[src/font.mem]
// one 8-pixel glyph row per line in hex, msb is the leftmost pixel
// rows 0-7 glyph H, 8-15 E, 16-23 L, 24-31 O, top row first
66
66
66
7E
66
66
66
00
7E
60
60
7C
60
60
7E
00
60
60
60
60
60
60
7E
00
3C
66
66
66
66
66
3C
00

[src/glyph_pkg.sv]
/* font geometry and ROM sizing for the 8x8 glyph set
   sprite colour, pixel word with raw and rgb views */
package glyph_pkg;

    localparam int FONT_W = 8;  // glyph width, also ROM word width
    localparam int FONT_H = 8;  // glyph height in rows

    // glyph codes: H=0 E=1 L=2 O=3
    localparam int GLYPHS       = 4;
    localparam int ROM_DEPTH    = GLYPHS * FONT_H;    // 32 rows
    localparam int ROM_AW       = $clog2(ROM_DEPTH);  // 5
    localparam int GLYPH_CODE_W = $clog2(GLYPHS);     // 2

    localparam logic [11:0] SPRITE_COLOUR = 12'hFC0;  // amber

    // one 12-bit pixel, written whole and read per channel
    typedef union packed {
        logic [11:0] raw;
        struct packed {
            logic [3:0] r;  // msb nibble
            logic [3:0] g;
            logic [3:0] b;
        } rgb;
    } pixel_u;

endpackage

[src/display_pkg.sv]
/* 640x480 60 Hz video timing constants
   signed coordinate width and derived frame totals */
package display_pkg;

    localparam int CORDW = 16;  // signed screen coordinate width

    // horizontal timing, pixels
    localparam int H_ACTIVE = 640;
    localparam int H_FRONT  = 16;
    localparam int H_SYNC   = 96;
    localparam int H_BACK   = 48;

    // vertical timing, lines
    localparam int V_ACTIVE = 480;
    localparam int V_FRONT  = 10;
    localparam int V_SYNC   = 2;
    localparam int V_BACK   = 33;

    localparam int H_TOTAL = H_ACTIVE + H_FRONT + H_SYNC + H_BACK;  // 800
    localparam int V_TOTAL = V_ACTIVE + V_FRONT + V_SYNC + V_BACK;  // 525

    // blanking sits at negative coordinates, first blank pixel/line
    localparam int H_STA = H_ACTIVE - H_TOTAL;  // -160
    localparam int V_STA = V_ACTIVE - V_TOTAL;  // -45

endpackage
[src/hello_display_top.sv]
/* fixed text video generator top level
   timing, font fetch, letter sprites, starfield, output stage */
`timescale 1ns/1ps

module hello_display_top #(
    parameter int                                         SPR_CNT = 5,    // letters
    parameter int                                         SCALE   = 8,
    parameter int                                         TEXT_X  = 158,
    parameter int                                         TEXT_Y  = 208,
    parameter logic [SPR_CNT*glyph_pkg::GLYPH_CODE_W-1:0] MESSAGE = 10'h3A4  // O L L E H, msb first
) (
    input  logic       clk_pix,
    input  logic       arst_n,
    output logic       vga_hsync,
    output logic       vga_vsync,
    output logic [3:0] vga_r,
    output logic [3:0] vga_g,
    output logic [3:0] vga_b
);

    localparam int CW = display_pkg::CORDW;
    localparam int RW = $clog2(glyph_pkg::FONT_H);

    logic signed [CW-1:0]         sx, sy;
    logic                         hsync_raw, vsync_raw, de, line;
    logic [SPR_CNT*RW-1:0]        row_idx;   // row request per sprite
    logic [glyph_pkg::FONT_W-1:0] rom_data;
    logic [SPR_CNT-1:0]           row_load;
    logic [SPR_CNT-1:0]           spr_pix;
    logic                         star_on;
    logic [7:0]                   star_level;

    display_timing display_timing_inst (
        .clk_pix, .arst_n, .sx, .sy, .hsync_raw, .vsync_raw, .de, .line
    );

    glyph_fetch #(.SPR_CNT(SPR_CNT), .MESSAGE(MESSAGE)) glyph_fetch_inst (
        .clk_pix, .arst_n, .sx, .row_idx, .rom_data, .row_load
    );

    for (genvar m = 0; m < SPR_CNT; m++) begin : g_sprite
        glyph_sprite #(
            .SCALE(SCALE),
            .X_POS(TEXT_X + m * glyph_pkg::FONT_W * SCALE),  // letter pitch
            .Y_POS(TEXT_Y)
        ) glyph_sprite_inst (
            .clk_pix, .arst_n, .sx, .sy, .line,
            .row_load(row_load[m]),
            .rom_data,
            .row_idx (row_idx[m*RW +: RW]),
            .pix     (spr_pix[m])
        );
    end

    starfield #(.SEED(21'h9A9A9), .MASK(21'h000FFF)) starfield_inst (
        .clk_pix, .arst_n, .star_on, .star_level
    );

    pixel_compose #(.SPR_CNT(SPR_CNT)) pixel_compose_inst (
        .clk_pix, .arst_n, .de, .hsync_raw, .vsync_raw, .spr_pix, .star_on, .star_level,
        .vga_hsync, .vga_vsync, .vga_r, .vga_g, .vga_b
    );

endmodule

[src/pixel_compose.sv]
/* sprite over star priority with blanking
   registered VGA sync and colour outputs */
`timescale 1ns/1ps

module pixel_compose #(
    parameter int SPR_CNT = 5
) (
    input  logic               clk_pix,
    input  logic               arst_n,
    input  logic               de,
    input  logic               hsync_raw,
    input  logic               vsync_raw,
    input  logic [SPR_CNT-1:0] spr_pix,
    input  logic               star_on,
    input  logic [7:0]         star_level,
    output logic               vga_hsync,
    output logic               vga_vsync,
    output logic [3:0]         vga_r,
    output logic [3:0]         vga_g,
    output logic [3:0]         vga_b
);

    glyph_pkg::pixel_u pix;

    always_comb begin
        pix.raw = '0;  // blank and background
        if (de) begin
            if (|spr_pix)
                pix.raw = glyph_pkg::SPRITE_COLOUR;
            else if (star_on)
                pix.raw = {3{star_level[7:4]}};  // grey, equal channels
        end
    end

    // one cycle behind the coordinates
    always_ff @(posedge clk_pix or negedge arst_n) begin
        if (!arst_n) begin
            vga_hsync <= 1'b1;  // inactive
            vga_vsync <= 1'b1;
            vga_r     <= '0;
            vga_g     <= '0;
            vga_b     <= '0;
        end else begin
            vga_hsync <= hsync_raw;
            vga_vsync <= vsync_raw;
            vga_r     <= pix.rgb.r;
            vga_g     <= pix.rgb.g;
            vga_b     <= pix.rgb.b;
        end
    end

endmodule

[src/starfield.sv]
/* 21-bit Galois LFSR starfield
   star flag from masked upper bits, brightness from low byte */
`timescale 1ns/1ps

module starfield #(
    parameter logic [20:0] SEED = 21'h1F0A5,  // any nonzero value
    parameter logic [20:0] MASK = 21'h000FFF  // ones are ignored bits
) (
    input  logic       clk_pix,
    input  logic       arst_n,
    output logic       star_on,
    output logic [7:0] star_level
);

    localparam logic [20:0] TAPS = 21'h140000;  // x^21 + x^19 + 1

    logic [20:0] lfsr;

    // period 2^21-1 is no multiple of 420000, stars drift each frame
    always_ff @(posedge clk_pix or negedge arst_n) begin
        if (!arst_n) begin
            lfsr <= SEED;
        end else begin
            lfsr <= {1'b0, lfsr[20:1]} ^ (lfsr[0] ? TAPS : 21'h0);
        end
    end

    always_comb begin
        star_on    = &(lfsr | MASK);  // upper bits all ones
        star_level = lfsr[7:0];
    end

endmodule

[src/glyph_sprite.sv]
/* one scaled 8x8 glyph sprite
   frame state, row latch per line, horizontal scale counter */
`timescale 1ns/1ps

module glyph_sprite #(
    parameter int SCALE = 8,    // enlargement in x and y
    parameter int X_POS = 158,  // left edge
    parameter int Y_POS = 208   // top edge
) (
    input  logic                                 clk_pix,
    input  logic                                 arst_n,
    input  logic signed [display_pkg::CORDW-1:0] sx,
    input  logic signed [display_pkg::CORDW-1:0] sy,
    input  logic                                 line,
    input  logic                                 row_load,
    input  logic [glyph_pkg::FONT_W-1:0]         rom_data,
    output logic [$clog2(glyph_pkg::FONT_H)-1:0] row_idx,  // glyph row wanted next fetch
    output logic                                 pix
);

    localparam int CW     = display_pkg::CORDW;
    localparam int RW     = $clog2(glyph_pkg::FONT_H);
    localparam int BW     = $clog2(glyph_pkg::FONT_W);
    localparam int SW     = $clog2(SCALE + 1);  // holds 0..SCALE-1, also for SCALE=1
    localparam int X_LAST = X_POS + glyph_pkg::FONT_W * SCALE;  // first pixel past span

    localparam logic [1:0] ST_IDLE   = 2'd0;
    localparam logic [1:0] ST_ACTIVE = 2'd1;
    localparam logic [1:0] ST_DONE   = 2'd2;

    logic [1:0]                  state;
    logic [SW-1:0]               line_cnt;  // screen lines within glyph row
    logic [SW-1:0]               sub_cnt;   // pixels within glyph bit
    logic [BW-1:0]               bit_idx;   // (sx - X_POS) / SCALE
    logic [glyph_pkg::FONT_W-1:0] row_bits;
    logic                        in_span;

    // vertical state, all steps on the line pulse
    always_ff @(posedge clk_pix or negedge arst_n) begin
        if (!arst_n) begin
            state    <= ST_IDLE;
            row_idx  <= '0;
            line_cnt <= '0;
        end else if (line) begin
            case (state)
                ST_IDLE: begin
                    if (sy == CW'(Y_POS)) begin  // top line of text
                        state    <= ST_ACTIVE;
                        row_idx  <= '0;
                        line_cnt <= '0;
                    end
                end
                ST_ACTIVE: begin
                    if (line_cnt == SW'(SCALE - 1)) begin
                        line_cnt <= '0;
                        if (row_idx == RW'(glyph_pkg::FONT_H - 1))
                            state <= ST_DONE;  // all rows drawn
                        else
                            row_idx <= row_idx + RW'(1);
                    end else begin
                        line_cnt <= line_cnt + SW'(1);
                    end
                end
                ST_DONE: begin
                    if (sy == CW'(display_pkg::V_STA)) state <= ST_IDLE;  // new frame
                end
                default: state <= ST_IDLE;
            endcase
        end
    end

    // free-running, realigned one pixel before the left edge
    always_ff @(posedge clk_pix or negedge arst_n) begin
        if (!arst_n) begin
            sub_cnt <= '0;
            bit_idx <= '0;
        end else if (sx == CW'(X_POS - 1)) begin
            sub_cnt <= '0;
            bit_idx <= '0;
        end else if (sub_cnt == SW'(SCALE - 1)) begin
            sub_cnt <= '0;
            bit_idx <= bit_idx + BW'(1);  // wraps past span, unused there
        end else begin
            sub_cnt <= sub_cnt + SW'(1);
        end
    end

    always_ff @(posedge clk_pix) begin
        if (row_load) row_bits <= rom_data;  // fetched in h-blank
    end

    always_comb begin
        in_span = (sx >= CW'(X_POS)) && (sx < CW'(X_LAST));
        pix = (state == ST_ACTIVE) && in_span
            && row_bits[BW'(glyph_pkg::FONT_W - 1) - bit_idx];  // msb is leftmost
    end

endmodule

[src/glyph_fetch.sv]
/* synchronous font ROM loaded from font.mem
   per-sprite row read slots in horizontal blanking */
`timescale 1ns/1ps

module glyph_fetch #(
    parameter int                                             SPR_CNT = 5,
    parameter logic [SPR_CNT*glyph_pkg::GLYPH_CODE_W-1:0]     MESSAGE = 10'h3A4
) (
    input  logic                                        clk_pix,
    input  logic                                        arst_n,
    input  logic signed [display_pkg::CORDW-1:0]        sx,
    input  logic [SPR_CNT*$clog2(glyph_pkg::FONT_H)-1:0] row_idx,   // 3 bits per sprite
    output logic [glyph_pkg::FONT_W-1:0]                rom_data,
    output logic [SPR_CNT-1:0]                          row_load   // rom_data valid for sprite m
);

    localparam int CW    = display_pkg::CORDW;
    localparam int RW    = $clog2(glyph_pkg::FONT_H);
    localparam int GCW   = glyph_pkg::GLYPH_CODE_W;
    localparam int SLOT0 = -2 * SPR_CNT;  // sprite 0 slot, late in h-blank

    logic [glyph_pkg::FONT_W-1:0] rom [glyph_pkg::ROM_DEPTH];  // 8 rows per glyph
    logic [glyph_pkg::ROM_AW-1:0] addr;
    logic [SPR_CNT-1:0]           slot;  // one-hot read grant

    initial $readmemh("/design/src/font.mem", rom);

    // one sprite per cycle, address is code then row
    always_comb begin
        addr = '0;
        for (int i = 0; i < SPR_CNT; i++) begin
            slot[i] = (sx == CW'(SLOT0 + i));
            if (slot[i])
                addr = {MESSAGE[i*GCW +: GCW], row_idx[i*RW +: RW]};
        end
    end

    always_ff @(posedge clk_pix) begin
        rom_data <= rom[addr];  // one cycle read latency
    end

    always_ff @(posedge clk_pix or negedge arst_n) begin
        if (!arst_n) row_load <= '0;
        else         row_load <= slot;  // aligned with rom_data
    end

endmodule

[src/display_timing.sv]
/* 640x480 line and frame counters with signed coordinates
   raw active-low syncs, display enable, line start pulse */
`timescale 1ns/1ps

module display_timing (
    input  logic                                 clk_pix,
    input  logic                                 arst_n,
    output logic signed [display_pkg::CORDW-1:0] sx,  // -160..639
    output logic signed [display_pkg::CORDW-1:0] sy,  // -45..479
    output logic                                 hsync_raw,
    output logic                                 vsync_raw,
    output logic                                 de,
    output logic                                 line
);

    localparam int CW = display_pkg::CORDW;

    localparam int H_STA  = display_pkg::H_STA;             // -160
    localparam int HS_STA = H_STA + display_pkg::H_FRONT;   // -144
    localparam int HS_END = HS_STA + display_pkg::H_SYNC;   // -48, first pixel past sync
    localparam int H_END  = display_pkg::H_ACTIVE - 1;      // 639

    localparam int V_STA  = display_pkg::V_STA;             // -45
    localparam int VS_STA = V_STA + display_pkg::V_FRONT;   // -35
    localparam int VS_END = VS_STA + display_pkg::V_SYNC;   // -33
    localparam int V_END  = display_pkg::V_ACTIVE - 1;      // 479

    always_ff @(posedge clk_pix or negedge arst_n) begin
        if (!arst_n) begin
            sx <= CW'(H_STA);
            sy <= CW'(V_STA);
        end else if (sx == CW'(H_END)) begin  // last pixel of line
            sx <= CW'(H_STA);
            sy <= (sy == CW'(V_END)) ? CW'(V_STA) : sy + CW'(1);  // frame wrap
        end else begin
            sx <= sx + CW'(1);
        end
    end

    // front porch comes first, then sync, then back porch
    always_comb begin
        hsync_raw = ~(sx >= CW'(HS_STA) && sx < CW'(HS_END));  // active low
        vsync_raw = ~(sy >= CW'(VS_STA) && sy < CW'(VS_END));
        de        = (sx >= CW'(0)) && (sy >= CW'(0));  // active area only
        line      = (sx == CW'(H_STA));  // first blank pixel of each line
    end

endmodule

[config.mk]
export PLATFORM = sky130hd
export DESIGN_NAME = hello_display_top
export DESIGN_NICKNAME = d
export VERILOG_FILES = /design/src/glyph_pkg.sv /design/src/display_pkg.sv /design/src/hello_display_top.sv /design/src/pixel_compose.sv /design/src/starfield.sv /design/src/glyph_sprite.sv /design/src/glyph_fetch.sv /design/src/display_timing.sv
export SDC_FILE = /design/constraint.sdc
export NUM_CORES = 1
export LEC_CHECK = 0
export ABC_AREA = 1
export BUFFER_PORTS_ARGS = -buffer_cell sky130_fd_sc_hd__buf_4
export CORE_MARGIN = 5
export CORE_UTILIZATION = 35
export DETAILED_ROUTE_END_ITERATION = 8
export GPL_TIMING_DRIVEN = 0
export SYNTH_ARGS = -nofsm -noshare
export SYNTH_HDL_FRONTEND = slang
export SYNTH_HIERARCHICAL = 1
export SYNTH_SLANG_ARGS = --single-unit
[constraint.sdc]
create_clock -name clk_pix -period 3 [get_ports clk_pix]
set_clock_uncertainty 0.1 [all_clocks]
set_input_delay 0.3 -clock clk_pix [delete_from_list [all_inputs] [get_ports clk_pix]]
set_output_delay 0.3 -clock clk_pix [all_outputs]
set_load 0.03 [all_outputs]
==> Word level (Yosys, flattened, before mapping) <==
Index checks and enable logic that the tools add are counted.
{ "totals": {"wordCells": 286, "out_inout_bits": 14, "register_bits": 200, "in_bits": 2} }
{ "op_classes": {"order_cmp": 21, "addsub": 27, "n_eq_ne": 65, "reduce_logical": 50, "mux": 80, "bitwise_logic": 3} }
{ "ops": {"columns": ["op", "count"], "rows": [
  ["16-bit by 10-bit equality test with 1-bit output, second input constant", 4],
  ["16-bit by 9-bit equality test with 1-bit output, second input constant", 4],
  ["16-bit by 10-bit less-than comparator with 1-bit output, second input constant", 4],
  ["4-bit 2-to-1 mux", 16],
  ["3-bit 2-to-1 mux", 21],
  ["5-bit AND reduction", 10],
  ["16-bit by 4-bit equality test with 1-bit output, second input constant", 3],
  ["16-bit by 10-bit >= comparator with 1-bit output, second input constant", 3],
  ["16-bit by 9-bit >= comparator with 1-bit output, second input constant", 3],
  ["4-bit by 1-bit adder with 4-bit output, second input constant", 10],
  ["4-bit by 3-bit equality test with 1-bit output, second input constant", 10],
  ["4-bit case mux with 2 select lines", 5],
  ["12-bit 2-to-1 mux", 3],
  ["16-bit by 2-bit adder with 16-bit output, second input constant", 2],
  ["16-bit by 5-bit equality test with 1-bit output, second input constant", 2],
  ["16-bit by 1-bit >= comparator with 1-bit output, second input constant", 2],
  ["16-bit by 7-bit less-than comparator with 1-bit output, second input constant", 2],
  ["16-bit 2-to-1 mux", 2],
  ["3-bit by 1-bit adder with 3-bit output, second input constant", 10],
  ["2-bit case mux with 3 select lines", 5],
  ["3-bit case mux with 2 select lines", 5],
  ["2-bit != test, second input constant", 13],
  ["2-bit 2-to-1 mux", 12],
  ["2-bit by 1-bit != test with 1-bit output, second input constant", 12],
  ["20 further kinds", 83]
]} }

==> Depth between registers and ports, before layout <==
Gate-level depths: netlist of run 1.
{ "logic_depth": {"ltp_word": 7, "depth_mapped": 13} }

==> Modules after synthesis <==
The synthesis of run 1 kept the hierarchy.
{ "by_module_without_submodules": {"columns": ["mod", "seq_area_each_um2", "instances", "cells_each", "area_each_um2"], "rows": [
  ["display_timing", 829.5, 1, 258, 2009.4],
  ["glyph_sprite (g_sprite[2].glyph_sprite_inst)", 640.6, 1, 187, 1486.4],
  ["glyph_sprite (g_sprite[3].glyph_sprite_inst)", 640.6, 1, 188, 1448.9],
  ["glyph_sprite (g_sprite[1].glyph_sprite_inst)", 640.6, 1, 186, 1417.6],
  ["glyph_sprite (g_sprite[4].glyph_sprite_inst)", 640.6, 1, 178, 1373.8],
  ["glyph_sprite (g_sprite[0].glyph_sprite_inst)", 640.6, 1, 172, 1350.0],
  ["starfield", 538.0, 1, 38, 640.6],
  ["pixel_compose", 252.7, 1, 31, 365.4],
  ["glyph_fetch", 125.1, 1, 49, 337.8]
]} }

==> Least setup slack after synthesis of run 1 <==
No wires, ideal clock.
{ "synth_path": {"path_type": "register -> register", "start": "reg display_timing_inst/sx[8] in the netlist's numbering", "end": "reg g_sprite[4].glyph_sprite_inst/row_idx[0] in the netlist's numbering", "required_time_ns": 2.783, "arrival_time_ns": 2.184, "setup_ns": 0.117, "period_less_slack_ns": 2.401, "path_stages_with_launch": 10, "path_slack_ns": 0.599, "path_cell_list": "dfstp_2 nand2_1 nor3_2 nor3b_1 and3_1 inv_1 nor2_1 nand3_1 nand2_1 nand2_1"} }
{ "synth_via": {"elab_chain_cells": 2} }
{ "synth_lines": {"columns": ["item", "line_no", "source"], "rows": [
  ["start, declared", "display_timing.sv:8", "output logic signed [display_pkg::CORDW-1:0] sx,"],
  ["start signal, assigned", "display_timing.sv:30", "sx <= CW'(H_STA);"],
  ["start signal, assigned", "display_timing.sv:33", "sx <= CW'(H_STA);"],
  ["start signal, assigned", "display_timing.sv:36", "sx <= sx + CW'(1);"],
  ["16-bit by 9-bit equality test with 1-bit output", "display_timing.sv:45", "line = (sx == CW'(H_STA));"],
  ["via line", "hello_display_top.sv:25", "logic hsync_raw, vsync_raw, de, line;"],
  ["5-bit AND reduction (no line)", null, null],
  ["end signal, assigned", "glyph_sprite.sv:59", "row_idx <= row_idx + RW'(1);"],
  ["end, declared", "glyph_sprite.sv:17", "output logic [$clog2(glyph_pkg::FONT_H)-1:0] row_idx,"]
]} }
The timed path passes the listed nets, and every way through them passes these cells.
A chain may end at the register's enable or synchronous reset.

==> Worst setup path in the final report of run 1 <==
{ "layout_path": {"start": "reg display_timing_inst/sx[8] in the netlist's numbering", "end": "reg g_sprite[1].glyph_sprite_inst.line_cnt[3]"} }
{ "layout_via": {"elab_chain_cells": 2} }
{ "layout_lines": {"columns": ["item", "line_no", "source"], "rows": [
  ["16-bit by 9-bit equality test with 1-bit output", "display_timing.sv:45", null],
  ["via line", "hello_display_top.sv:25", null],
  ["3-bit AND reduction (no line)", null, null],
  ["end signal, assigned", "glyph_sprite.sv:61", "line_cnt <= line_cnt + SW'(1);"],
  ["end, declared", "glyph_sprite.sv:32", "logic [SW-1:0] line_cnt;"]
]} }
The timed path passes the listed nets, and every way through them passes these cells.

==> summary.md, run 1 <==
- **Clock Path Buffers** 2
- **Synth-to-Final Area Change** 12.3%
- **post-DR wirelength/cell** 12.2 microns
- **first drt pass iteration count** 6
- **relative slew slack** 0.513
- **Post-DP HPWL** 14500 microns
- **routed wire length** 21200 microns
- **number of buffers inserted during clock tree synthesis** 17
- **Std-Cell Rows** 63
- **clk slew on worst S/H paths** 0.07 ns
- **data arrival time at the worst-slack endpoint** 2.95 ns
- **global-route wire length before repair** 36800 microns
- **CP Buf/Inv Count** 1
- **static power due to leakage** 5.30 nW
- **library cell contributing the largest single delay on the critical path** dfstp_2
- **via count of the first global-routing pass** 7764
- **Setup violations, final** 0
- **critical path class** flip-flop to flip-flop
- **routed via count** 8119
- **max-capacitance violation count** 0
- **total grt overflow** 0
- **kind of cell adding the most delay to the critical path** simple AND/OR/NAND/NOR gates
- **unrepaired setup endpoints after global routing** false
- **Total Die Area** 33300 sq um
- **Final Net Count** 1358
- **Sinks on Clock Net** 188
- **count of input and output buffers** 15
- **Data required, critical path** 3.22 ns
- **pin count of the biggest net entering global routing** 99
- **cells along the critical path** nand2_1, nor3_2, nor3b_1, and3_4, inv_1, nor2_1, nand2_2, nand2_1, o21ai_1
- **number of endpoints with negative hold slack in the final report** 0
- **total DRC errors in the routed layout** 0
- **Via-to-Cell Ratio** 4.70
- **VDD IR max** 0.395 mV
- **count of yosys warnings during synthesis** 6
- **clock tree root buffer cell** clkbuf_16
- **ANT nets after route** 0
- **Starting Density** 0.353
- **I/O pin count** 16
- **Global Route Usage Sum** 0.132
- **maximum fanout count along the critical path** 16
- **Max stage delay on crit path** 0.75 ns
- **critical path's most frequent cell** nand2_1
- **# Post-CTS Setup Buffers** 0
- **Min-Delay Path Class** flip-flop to flip-flop
- **# fillers** 2978
- **fraction of layout cells with a size suffix above 1** 0.147
- **final period demand of the worst path** 2.73 ns
- **core area** 29500 sq um
- **CTS tree** done
- **critical path endpoint category** flip-flop
- **floorplan die height** 182 microns
- **Mapped Avg Cell Area** 8.11 sq um
- **violation count after the first detailed-routing iteration** 512
- **Post-Place Setup Slack** -0.104 ns
- **category of the worst setup path launch point** flip-flop
- **number of cells produced by synthesis** 1283
- **Netlist Area Pre-Place** 10400 sq um
- **maximum frequency from static timing analysis** 366 MHz
- **ratio of total power to cell area** 425 nW/um^2
- **number of antenna violations at the first check in global routing** 0
- **final cycle utilization of the critical path** 0.910
- **deepest level of the CTS H-tree** 4
- **status** complete, no violations
- **Final Max Slew Viols** 0
- **routability-driven placement congestion ratio** 0.814
- **overall die width** 182 microns
- **overall power** 4.96 mW
- **clock insertion delay at the later pin of the skew report** 0.44 ns
- **actual slew at the worst max-slew pin** 0.730 ns
- **diode count** 0
- **final setup margin** 0.271 ns
==> area by class of cell <==
| class | count | area, sq um | area share |
|---|---|---|---|
| buffer | 20 | 179 | 0.0153 |
| clock buffer | 17 | 425 | 0.0364 |
| clock inverter | 15 | 174 | 0.0149 |
| inverter | 154 | 579 | 0.0496 |
| multi-input combinational | 928 | 4730 | 0.405 |
| sequential | 188 | 4950 | 0.424 |
| tap | 390 | 488 | 0.0418 |
| timing repair buffer | 17 | 154 | 0.0132 |
==> timing repair <==
item,4_1_cts,5_1_grt
hold buffers,1,0
resized for setup,1,3
pin swaps,0,0
hold endpoints to repair,37,0
setup endpoints to repair,12,15
==> metrics by stage <==
| step | hold WS, ns | utilization | std cells | area, sq um | setup TNS, ns |
|---|---|---|---|---|---|
| 6_report | 0.256 | 0.396 | 1729 | 11700 | 0 |
| 4_1_cts | 0.260 | 0.396 | 1729 | 11700 | 0 |
| 5_1_grt | 0.263 | 0.396 | 1729 | 11700 | 0 |
| 3_3_place_gp | 0.237 | 0.374 | 1695 | 11000 | -0.602 |
| 3_5_place_dp | 0.196 | 0.375 | 1696 | 11100 | -0.578 |
| 2_1_floorplan | -0.0956 | - | 1290 | 10400 | 0 |
==> path summary, 6_finish.rpt <==
kind	to	slack [ns]	cells after the start	start
worst max-delay path	g_sprite[1].glyph_sprite_inst/line_cnt[3]$_DFFE_PN0P_	0.27	9	display_timing_inst/sx[8]$_DFF_PN1_
worst min-delay path	starfield_inst/lfsr[0]$_DFF_PN1_	0.26	0	starfield_inst/lfsr[1]$_DFF_PN0_
worst max register to register	g_sprite[1].glyph_sprite_inst/line_cnt[3]$_DFFE_PN0P_	0.27	9	display_timing_inst/sx[8]$_DFF_PN1_
worst min register to register	starfield_inst/lfsr[0]$_DFF_PN1_	0.26	0	starfield_inst/lfsr[1]$_DFF_PN0_
max in group asynchronous	display_timing_inst/sy[9]$_DFFE_PN1P_	1.65	3	arst_n
min in group asynchronous	g_sprite[2].glyph_sprite_inst/bit_idx[2]$_DFFE_PN0P_	0.28	2	arst_n
==> metal layers <==
layer | vias up | wire, microns | GRT usage
met2 | 129 | 9690 | 0.214
met3 | 30 | 686 | 0.0219
li1 | 4189 | - | -
met5 | - | 0 | 0
met4 | 0 | 475 | 0.0504
met1 | 3771 | 10300 | 0.179
==> cells in the final DEF (no fill, tap or decap), drive strengths merged, types with 2 or more instances in the layout <==
master  instances
a21oi          16
buf            36
clkbuf         17
clkinv          5
conb            8
dfrtp         113
dfstp          35
edfxtp         40
ha             30
inv           163
nand2         358
nand3         100
nand3b          6
nand4          28
nor2          230
nor3           21
nor3b           6
nor4            3
o211ai          5
o21ai          67
o21bai          2
o22ai           2
or2             8
xnor2           7
xor2           22
==> state kept, by name (all words and copies together), names as in the netlist, 4 cells and up <==
| register | flops |
|---|---|
| display_timing_inst/sx | 16 |
| display_timing_inst/sy | 16 |
| g_sprite.glyph_sprite_inst/bit_idx | 15 |
| g_sprite.glyph_sprite_inst/line_cnt | 20 |
| g_sprite.glyph_sprite_inst/row_bits | 40 |
| g_sprite.glyph_sprite_inst/row_idx | 15 |
| g_sprite.glyph_sprite_inst/state | 10 |
| g_sprite.glyph_sprite_inst/sub_cnt | 20 |
| glyph_fetch_inst/row_load | 5 |
| pixel_compose_inst/vga_b | 4 |
| starfield_inst/lfsr | 21 |
==> worst reg2reg max path, stage by stage, from the launching register on <==
cell and delay, ns:
dfstp_2 0.75, nand2_1 0.19, nor3_2 0.20, nor3b_1 0.31, and3_4 0.37, inv_1 0.07, nor2_1 0.29, nand2_2 0.18
nand2_1 0.09, o21ai_1 0.06
==> power by group <==
part	total, mW	switching [mW]	leakage (nW)	internal (mW)
Combinational	0.0633	0.0505	2.78	0.0128
Sequential	2.61	0	2.22	2.61
Clock	2.29	1.09	0.300	1.20
(Power assumes the default switching activity.)
==> run 2, diff against run 1 <==
--- a/config.mk
+++ b/config.mk
@@ -7,10 +7,11 @@
 export LEC_CHECK = 0
 export ABC_AREA = 1
 export BUFFER_PORTS_ARGS = -buffer_cell sky130_fd_sc_hd__buf_4
-export CORE_MARGIN = 5
+export CORE_MARGIN = 8
 export CORE_UTILIZATION = 35
 export DETAILED_ROUTE_END_ITERATION = 8
 export GPL_TIMING_DRIVEN = 0
+export PLACE_DENSITY = 0.45
 export SYNTH_ARGS = -nofsm -noshare
 export SYNTH_HDL_FRONTEND = slang
 export SYNTH_HIERARCHICAL = 1
==> summary.md, run 2 (synthesized netlist as in run 1, its figures left out) <==
- **status** complete, no violations
- **length in cells of the worst reg-to-reg path** 9, unchanged
- **ANT nets after route** 0, unchanged
- **routed via count** 7875, -3.0%
- **global-route wire length before repair** 39100 microns, +6.3%
- **Final Max Slew Viols** 0, unchanged
- **worst hold slack after final layout** 0.253 ns, -0.00333 ns
- **overall power** 5.01 mW, +1.0%
- **source of the worst register-to-register timing path** display_timing_inst/sx[8]$_DFF_PN1_
- **final setup margin** 0.368 ns, +0.0975 ns
- **critical path class** flip-flop to flip-flop
- **endpoint of the worst register-to-register path** g_sprite[1].glyph_sprite_inst/line_cnt[3]$_DFFE_PN0P_
- **clock tree root buffer cell** clkbuf_16
- **Min-Delay Path Class** flip-flop to flip-flop
- **violation count after the first detailed-routing iteration** 296, -42%
- **category of the worst setup path launch point** flip-flop
- **Sinks on Clock Net** 188, unchanged
- **final period demand of the worst path** 2.63 ns, -0.0975 ns
- **final cycle utilization of the critical path** 0.877, -0.0325
- **Total Die Area** 35500 sq um, +6.7%
- **Data required, critical path** 3.23 ns, about the same
- **number of antenna violations at the first check in global routing** 0, unchanged
- **Starting Density** 0.353, unchanged
- **fraction of layout cells with a size suffix above 1** 0.147, unchanged
- **overall die width** 188 microns, +3.3%
- **commonest cells after routing, fill and taps aside** 331 x nand2_1, 201 x nor2_1, 146 x inv_1, 113 x dfrtp_1, 94 x nand3_1
- **diode count** 0, unchanged
- **deepest level of the CTS H-tree** 4, unchanged
- **hold endpoint** starfield_inst/lfsr[7]$_DFF_PN1_
- **static power due to leakage** 5.30 nW, about the same
- **floorplan die height** 188 microns, +3.3%
- **internal reg-to-reg setup slack** 0.37 ns, +0.10 ns
- **placed cell areas** 11100 sq um, about the same
- **CTS tree** done
- **I/O pin count** 16, unchanged
- **Post-DP HPWL** 15600 microns, +7.6%
- **routed wire length** 22600 microns, +6.7%
- **number of endpoints with negative hold slack in the final report** 0, unchanged
- **start point of the worst min-delay path** starfield_inst/lfsr[8]$_DFF_PN1_
- **count of placed standard cells including taps** 1696, unchanged
- **cell count of the worst hold path** 0, unchanged
- **clk slew on worst S/H paths** 0.08 ns, about the same
- **Setup violations, final** 0, unchanged
- **post-DR wirelength/cell** 13.1 microns, +6.7%
- **total DRC errors in the routed layout** 0, unchanged
- **flip-flop count of the largest register, all copies and words added** 40, unchanged
- **routability-driven placement congestion ratio** 0.794, -2.4%
- **maximum frequency from static timing analysis** 380 MHz, +3.7%
- **Std-Cell Rows** 63, unchanged
- **Clock Path Buffers** 2, unchanged
- **total grt overflow** 0, unchanged
- **number of buffers inserted during clock tree synthesis** 17, unchanged
- **# Post-CTS Setup Buffers** 0, unchanged
- **pin count of the biggest net entering global routing** 90, -9.1%
- **first drt pass iteration count** 5, -1
- **VDD IR max** 0.378 mV, -4.3%
- **design area** 11700 sq um, +0.21%
- **relative slew slack** 0.489, -0.0241
- **max-capacitance violation count** 0, unchanged
- **Post-Place Setup Slack** -0.173 ns, -0.0691 ns
- **count of input and output buffers** 15, unchanged
- **Synth-to-Final Area Change** 12.5%
- **Via-to-Cell Ratio** 4.55, -3.0%
- **largest register by flop count** g_sprite.glyph_sprite_inst/row_bits
- **via count of the first global-routing pass** 7865, +1.3%
- **critical path endpoint category** flip-flop
- **actual slew at the worst max-slew pin** 0.766 ns, +0.0361 ns
- **core area** 29500 sq um, unchanged
- **final non-filler cell total** 1729, unchanged
- **clock insertion delay at the later pin of the skew report** 0.45 ns, about the same
- **ratio of total power to cell area** 428 nW/um^2, +0.82%
- **Global Route Usage Sum** 0.134, +0.00159
- **data arrival time at the worst-slack endpoint** 2.86 ns, -0.09 ns
- **unrepaired setup endpoints after global routing** false
- **maximum fanout count along the critical path** 16, unchanged
- **Regs by FF count** g_sprite.glyph_sprite_inst/row_bits: 40 flops, starfield_inst/lfsr: 21 flops
- **Final Net Count** 1358, unchanged
- **commonest non-fill, non-tap cell in the layout** nand2_1
==> run 2: changes by cell type in the layout (fill, tap and decap cells not counted), sizes merged <==
cell      previous run  this run
clkinvlp             0         1
clkinv               5         6
inv                163       161
==> run 2: area by class of cell <==
class / instances / area [sq um]
fillers: 3031 / 17800
flip-flops and latches: 188 / 4950
multi-input cells: 928 / 4730
inverters: 154 / 579
well taps: 390 / 488
clock buffers: 17 / 425
clock inverters: 15 / 191
plain buffers: 20 / 179
repair buffers: 17 / 158
==> run 2: power breakdown <==
| group | total, mW | internal (mW) | switching, mW |
|---|---|---|---|
| combinational | 0.0657 | 0.0133 | 0.0524 |
| sequential | 2.61 | 2.61 | 0 |
| clock | 2.34 | 1.21 | 1.13 |
==> run 2: worst max-delay path: stages (launching register included) <==
cell     delay, ns
dfstp_4       0.73
nand2_1       0.14
nor3_2        0.20
nor3b_1       0.30
and3_4        0.37
inv_1         0.06
nor2_1        0.29
nand2_2       0.18
nand2_1       0.08
o21ai_1       0.06
==> run 2: routing by layer <==
metal	wire (microns)	GRT usage
met3	639	0.0253
met2	10700	0.225
met4	210	0.0358
met1	11000	0.175
met5	0	0
==> run 2: what timing repair did <==
action,in CTS,in global routing
gates resized for setup,1,4
setup endpoints to repair,23,27
hold buffers,1,0
pin swaps,0,0
cloned,0,0
endpoints found under the hold margin,49,0
==> run 2: worst max-delay path by stage <==
stage	start	to	slack [ns]
3_3_place_gp	display_timing_inst/sx[8]$_DFF_PN1_	g_sprite[4].glyph_sprite_inst/row_idx[0]$_DFFE_PN0P_	-0.20
3_5_place_dp	display_timing_inst/sx[8]$_DFF_PN1_	g_sprite[4].glyph_sprite_inst/row_idx[0]$_DFFE_PN0P_	-0.17
6_report	display_timing_inst/sx[8]$_DFF_PN1_	g_sprite[1].glyph_sprite_inst/line_cnt[3]$_DFFE_PN0P_	0.37
2_1_floorplan	display_timing_inst/sx[8]$_DFF_PN1_	g_sprite[4].glyph_sprite_inst/row_idx[0]$_DFFE_PN0P_	0.60
5_1_grt	display_timing_inst/sx[8]$_DFF_PN1_	g_sprite[1].glyph_sprite_inst/line_cnt[3]$_DFFE_PN0P_	0.05
4_1_cts	display_timing_inst/sx[8]$_DFF_PN1_	g_sprite[4].glyph_sprite_inst/row_idx[0]$_DFFE_PN0P_	0.04
==> run 2: per-stage QoR <==
stage          TNS [ns]   util
5_1_grt               0  0.397
4_1_cts               0  0.397
3_3_place_gp      -2.50  0.374
2_1_floorplan         0      -
6_report              0  0.397
3_5_place_dp      -1.84  0.375
==> run 3, diff against run 2 <==
--- a/config.mk
+++ b/config.mk
@@ -11,7 +11,7 @@
 export CORE_UTILIZATION = 35
 export DETAILED_ROUTE_END_ITERATION = 8
 export GPL_TIMING_DRIVEN = 0
-export PLACE_DENSITY = 0.45
+export PLACE_DENSITY = 0.55
 export SYNTH_ARGS = -nofsm -noshare
 export SYNTH_HDL_FRONTEND = slang
 export SYNTH_HIERARCHICAL = 1
==> summary.md, run 3 (synthesized netlist as in run 1, its figures left out) <==
- **post-DR wirelength/cell** 12.2 microns, -6.4%
- **commonest cells after routing, fill and taps aside** 331 x nand2_1, 201 x nor2_1, 146 x inv_1, 113 x dfrtp_1, 94 x nand3_1
- **layer carrying the most global-route usage** met2
- **VDD IR max** 0.385 mV, +2.0%
- **floorplan die height** 188 microns, unchanged
- **number of endpoints with negative hold slack in the final report** 0, unchanged
- **actual slew at the worst max-slew pin** 0.726 ns, -0.0402 ns
- **critical path class** flip-flop to flip-flop
- **diode count** 0, unchanged
- **met3 track demand over resource** 0.0246, -0.000739
- **total grt overflow** 0, unchanged
- **Synth-to-Final Area Change** 12.2%
- **fraction of layout cells with a size suffix above 1** 0.147, unchanged
- **# Post-CTS Setup Buffers** 0, unchanged
- **status** complete, no violations
- **Total Die Area** 35500 sq um, unchanged
- **overall power** 4.96 mW, -1.2%
- **Starting Density** 0.353, unchanged
- **Max stage delay on crit path** 0.73 ns, about the same
- **# fillers** 2988, -1.4%
- **max-capacitance violation count** 0, unchanged
- **Via-to-Cell Ratio** 4.61, +1.2%
- **placed cell areas** 11100 sq um, about the same
- **unrepaired setup endpoints after global routing** false
- **critical path endpoint category** flip-flop
- **via count of the first global-routing pass** 7726, -1.8%
- **I/O pin count** 16, unchanged
- **Min-Delay Path Class** flip-flop to flip-flop
- **CTS tree** done
- **routed wire length** 21100 microns, -6.4%
- **ANT nets after route** 0, unchanged
- **Final Net Count** 1358, unchanged
- **deepest level of the CTS H-tree** 4, unchanged
- **Global Route Usage Sum** 0.127, -0.00695
- **flip-flop count of the largest register, all copies and words added** 40, unchanged
- **design area** 11700 sq um, -0.29%
- **Sinks on Clock Net** 188, unchanged
- **maximum fanout count along the critical path** 16, unchanged
- **total DRC errors in the routed layout** 0, unchanged
- **ratio of total power to cell area** 425 nW/um^2, -0.87%
- **Clock Path Buffers** 2, unchanged
- **static power due to leakage** 5.29 nW, -0.15%
- **maximum frequency from static timing analysis** 376 MHz, -1.1%
- **pin count of the biggest net entering global routing** 98, +8.9%
- **GR Layer Usage met2** 0.200, -0.0255
- **Setup violations, final** 0, unchanged
- **violation count after the first detailed-routing iteration** 430, +45%
- **global-route wire length before repair** 37400 microns, -4.2%
- **Regs by FF count** g_sprite.glyph_sprite_inst/row_bits: 40 flops, starfield_inst/lfsr: 21 flops
- **cells along the critical path** nand2_1, nor3_2, nor3b_1, and3_4, inv_1, nor2_1, nand2_2, nand2_1, o21ai_1
- **routability-driven placement congestion ratio** 0.795, +0.15%
- **library cell contributing the largest single delay on the critical path** dfstp_2
- **category of the worst setup path launch point** flip-flop
- **overall die width** 188 microns, unchanged
- **count of input and output buffers** 15, unchanged
- **final cycle utilization of the critical path** 0.887, +0.00955
- **routed via count** 7967, +1.2%
- **final setup margin** 0.340 ns, -0.0287 ns
- **largest register by flop count** g_sprite.glyph_sprite_inst/row_bits
- **Data required, critical path** 3.22 ns, about the same
- **clock insertion delay at the later pin of the skew report** 0.44 ns, about the same
- **Std-Cell Rows** 63, unchanged
- **number of antenna violations at the first check in global routing** 0, unchanged
- **Post-Place Setup Slack** -0.0700 ns, +0.103 ns
- **data arrival time at the worst-slack endpoint** 2.88 ns, +0.02 ns
- **met1 demand-to-capacity share in global routing** 0.172, -0.00285
- **critical path's most frequent cell** nand2_1
- **final period demand of the worst path** 2.66 ns, +0.0287 ns
- **Final Max Slew Viols** 0, unchanged
- **worst hold slack after final layout** 0.259 ns, +0.00624 ns
- **first drt pass iteration count** 5, unchanged
- **commonest non-fill, non-tap cell in the layout** nand2_1
- **core area** 29500 sq um, unchanged
- **number of buffers inserted during clock tree synthesis** 17, unchanged
- **Post-DP HPWL** 14300 microns, -8.6%
- **relative slew slack** 0.516, +0.0268
- **clk slew on worst S/H paths** 0.07 ns, about the same
- **clock tree root buffer cell** clkbuf_16
- **Post-Route Setup TNS** 0 ns, unchanged
## run 3: layout make-up
| class | count | area, sq um | share of cell area |
|---|---|---|---|
| multi-input combinational | 928 | 4730 | 0.405 |
| clock buffer | 18 | 439 | 0.0376 |
| buffer | 20 | 179 | 0.0153 |
| inverter | 154 | 579 | 0.0496 |
| timing repair buffer | 17 | 154 | 0.0132 |
| sequential | 188 | 4950 | 0.424 |
| tap | 390 | 488 | 0.0418 |
| clock inverter | 14 | 151 | 0.0130 |
## run 3: what timing repair did
item,in CTS,in global routing
hold endpoints to repair,38,0
setup endpoints to repair,13,18
gates resized for setup,1,3
gates cloned,0,0
hold buffers,1,0
## run 3: where the power goes
group,switching [mW],internal (mW),total (mW)
clock network,1.08,1.20,2.28
registers,0,2.61,2.61
logic,0.0513,0.0128,0.0641
total,1.13,3.83,4.96
## run 3: worst paths after layout
check | slack (ns) | from | to | cells past startpoint
hold reg to reg | 0.26 | starfield_inst/lfsr[2]$_DFF_PN0_ | starfield_inst/lfsr[1]$_DFF_PN0_ | 0
min in group asynchronous | 0.29 | arst_n | g_sprite[4].glyph_sprite_inst/bit_idx[0]$_DFFE_PN0P_ | 2
setup reg to reg | 0.34 | display_timing_inst/sx[8]$_DFF_PN1_ | g_sprite[1].glyph_sprite_inst/line_cnt[2]$_DFFE_PN0P_ | 9
max in group asynchronous | 1.62 | arst_n | display_timing_inst/sy[6]$_DFFE_PN1P_ | 3
hold / removal | 0.26 | starfield_inst/lfsr[2]$_DFF_PN0_ | starfield_inst/lfsr[1]$_DFF_PN0_ | 0
setup / recovery | 0.34 | display_timing_inst/sx[8]$_DFF_PN1_ | g_sprite[1].glyph_sprite_inst/line_cnt[2]$_DFFE_PN0P_ | 9
## run 3: metal layers
metal  share of wire  vias up
li1                -     4180
met1            0.50     3646
met2            0.44      118
met3           0.034       23
met4           0.022        0
met5               0        -
## run 3: metrics by stage
step | util | std cells
after global routing | 0.396 | 1729
after detailed placement | 0.375 | 1696
final | 0.396 | 1729
after global placement | 0.374 | 1695
after CTS | 0.396 | 1729
after floorplan | - | 1290
## run 3: critical path: cells and delay by family (launching register included)
| family | cells | cell delay [ns] |
|---|---|---|
| simple gates | 7 | 1.60 |
| flops | 1 | 0.73 |
| buf+inv | 1 | 0.06 |
| compound gates | 1 | 0.05 |
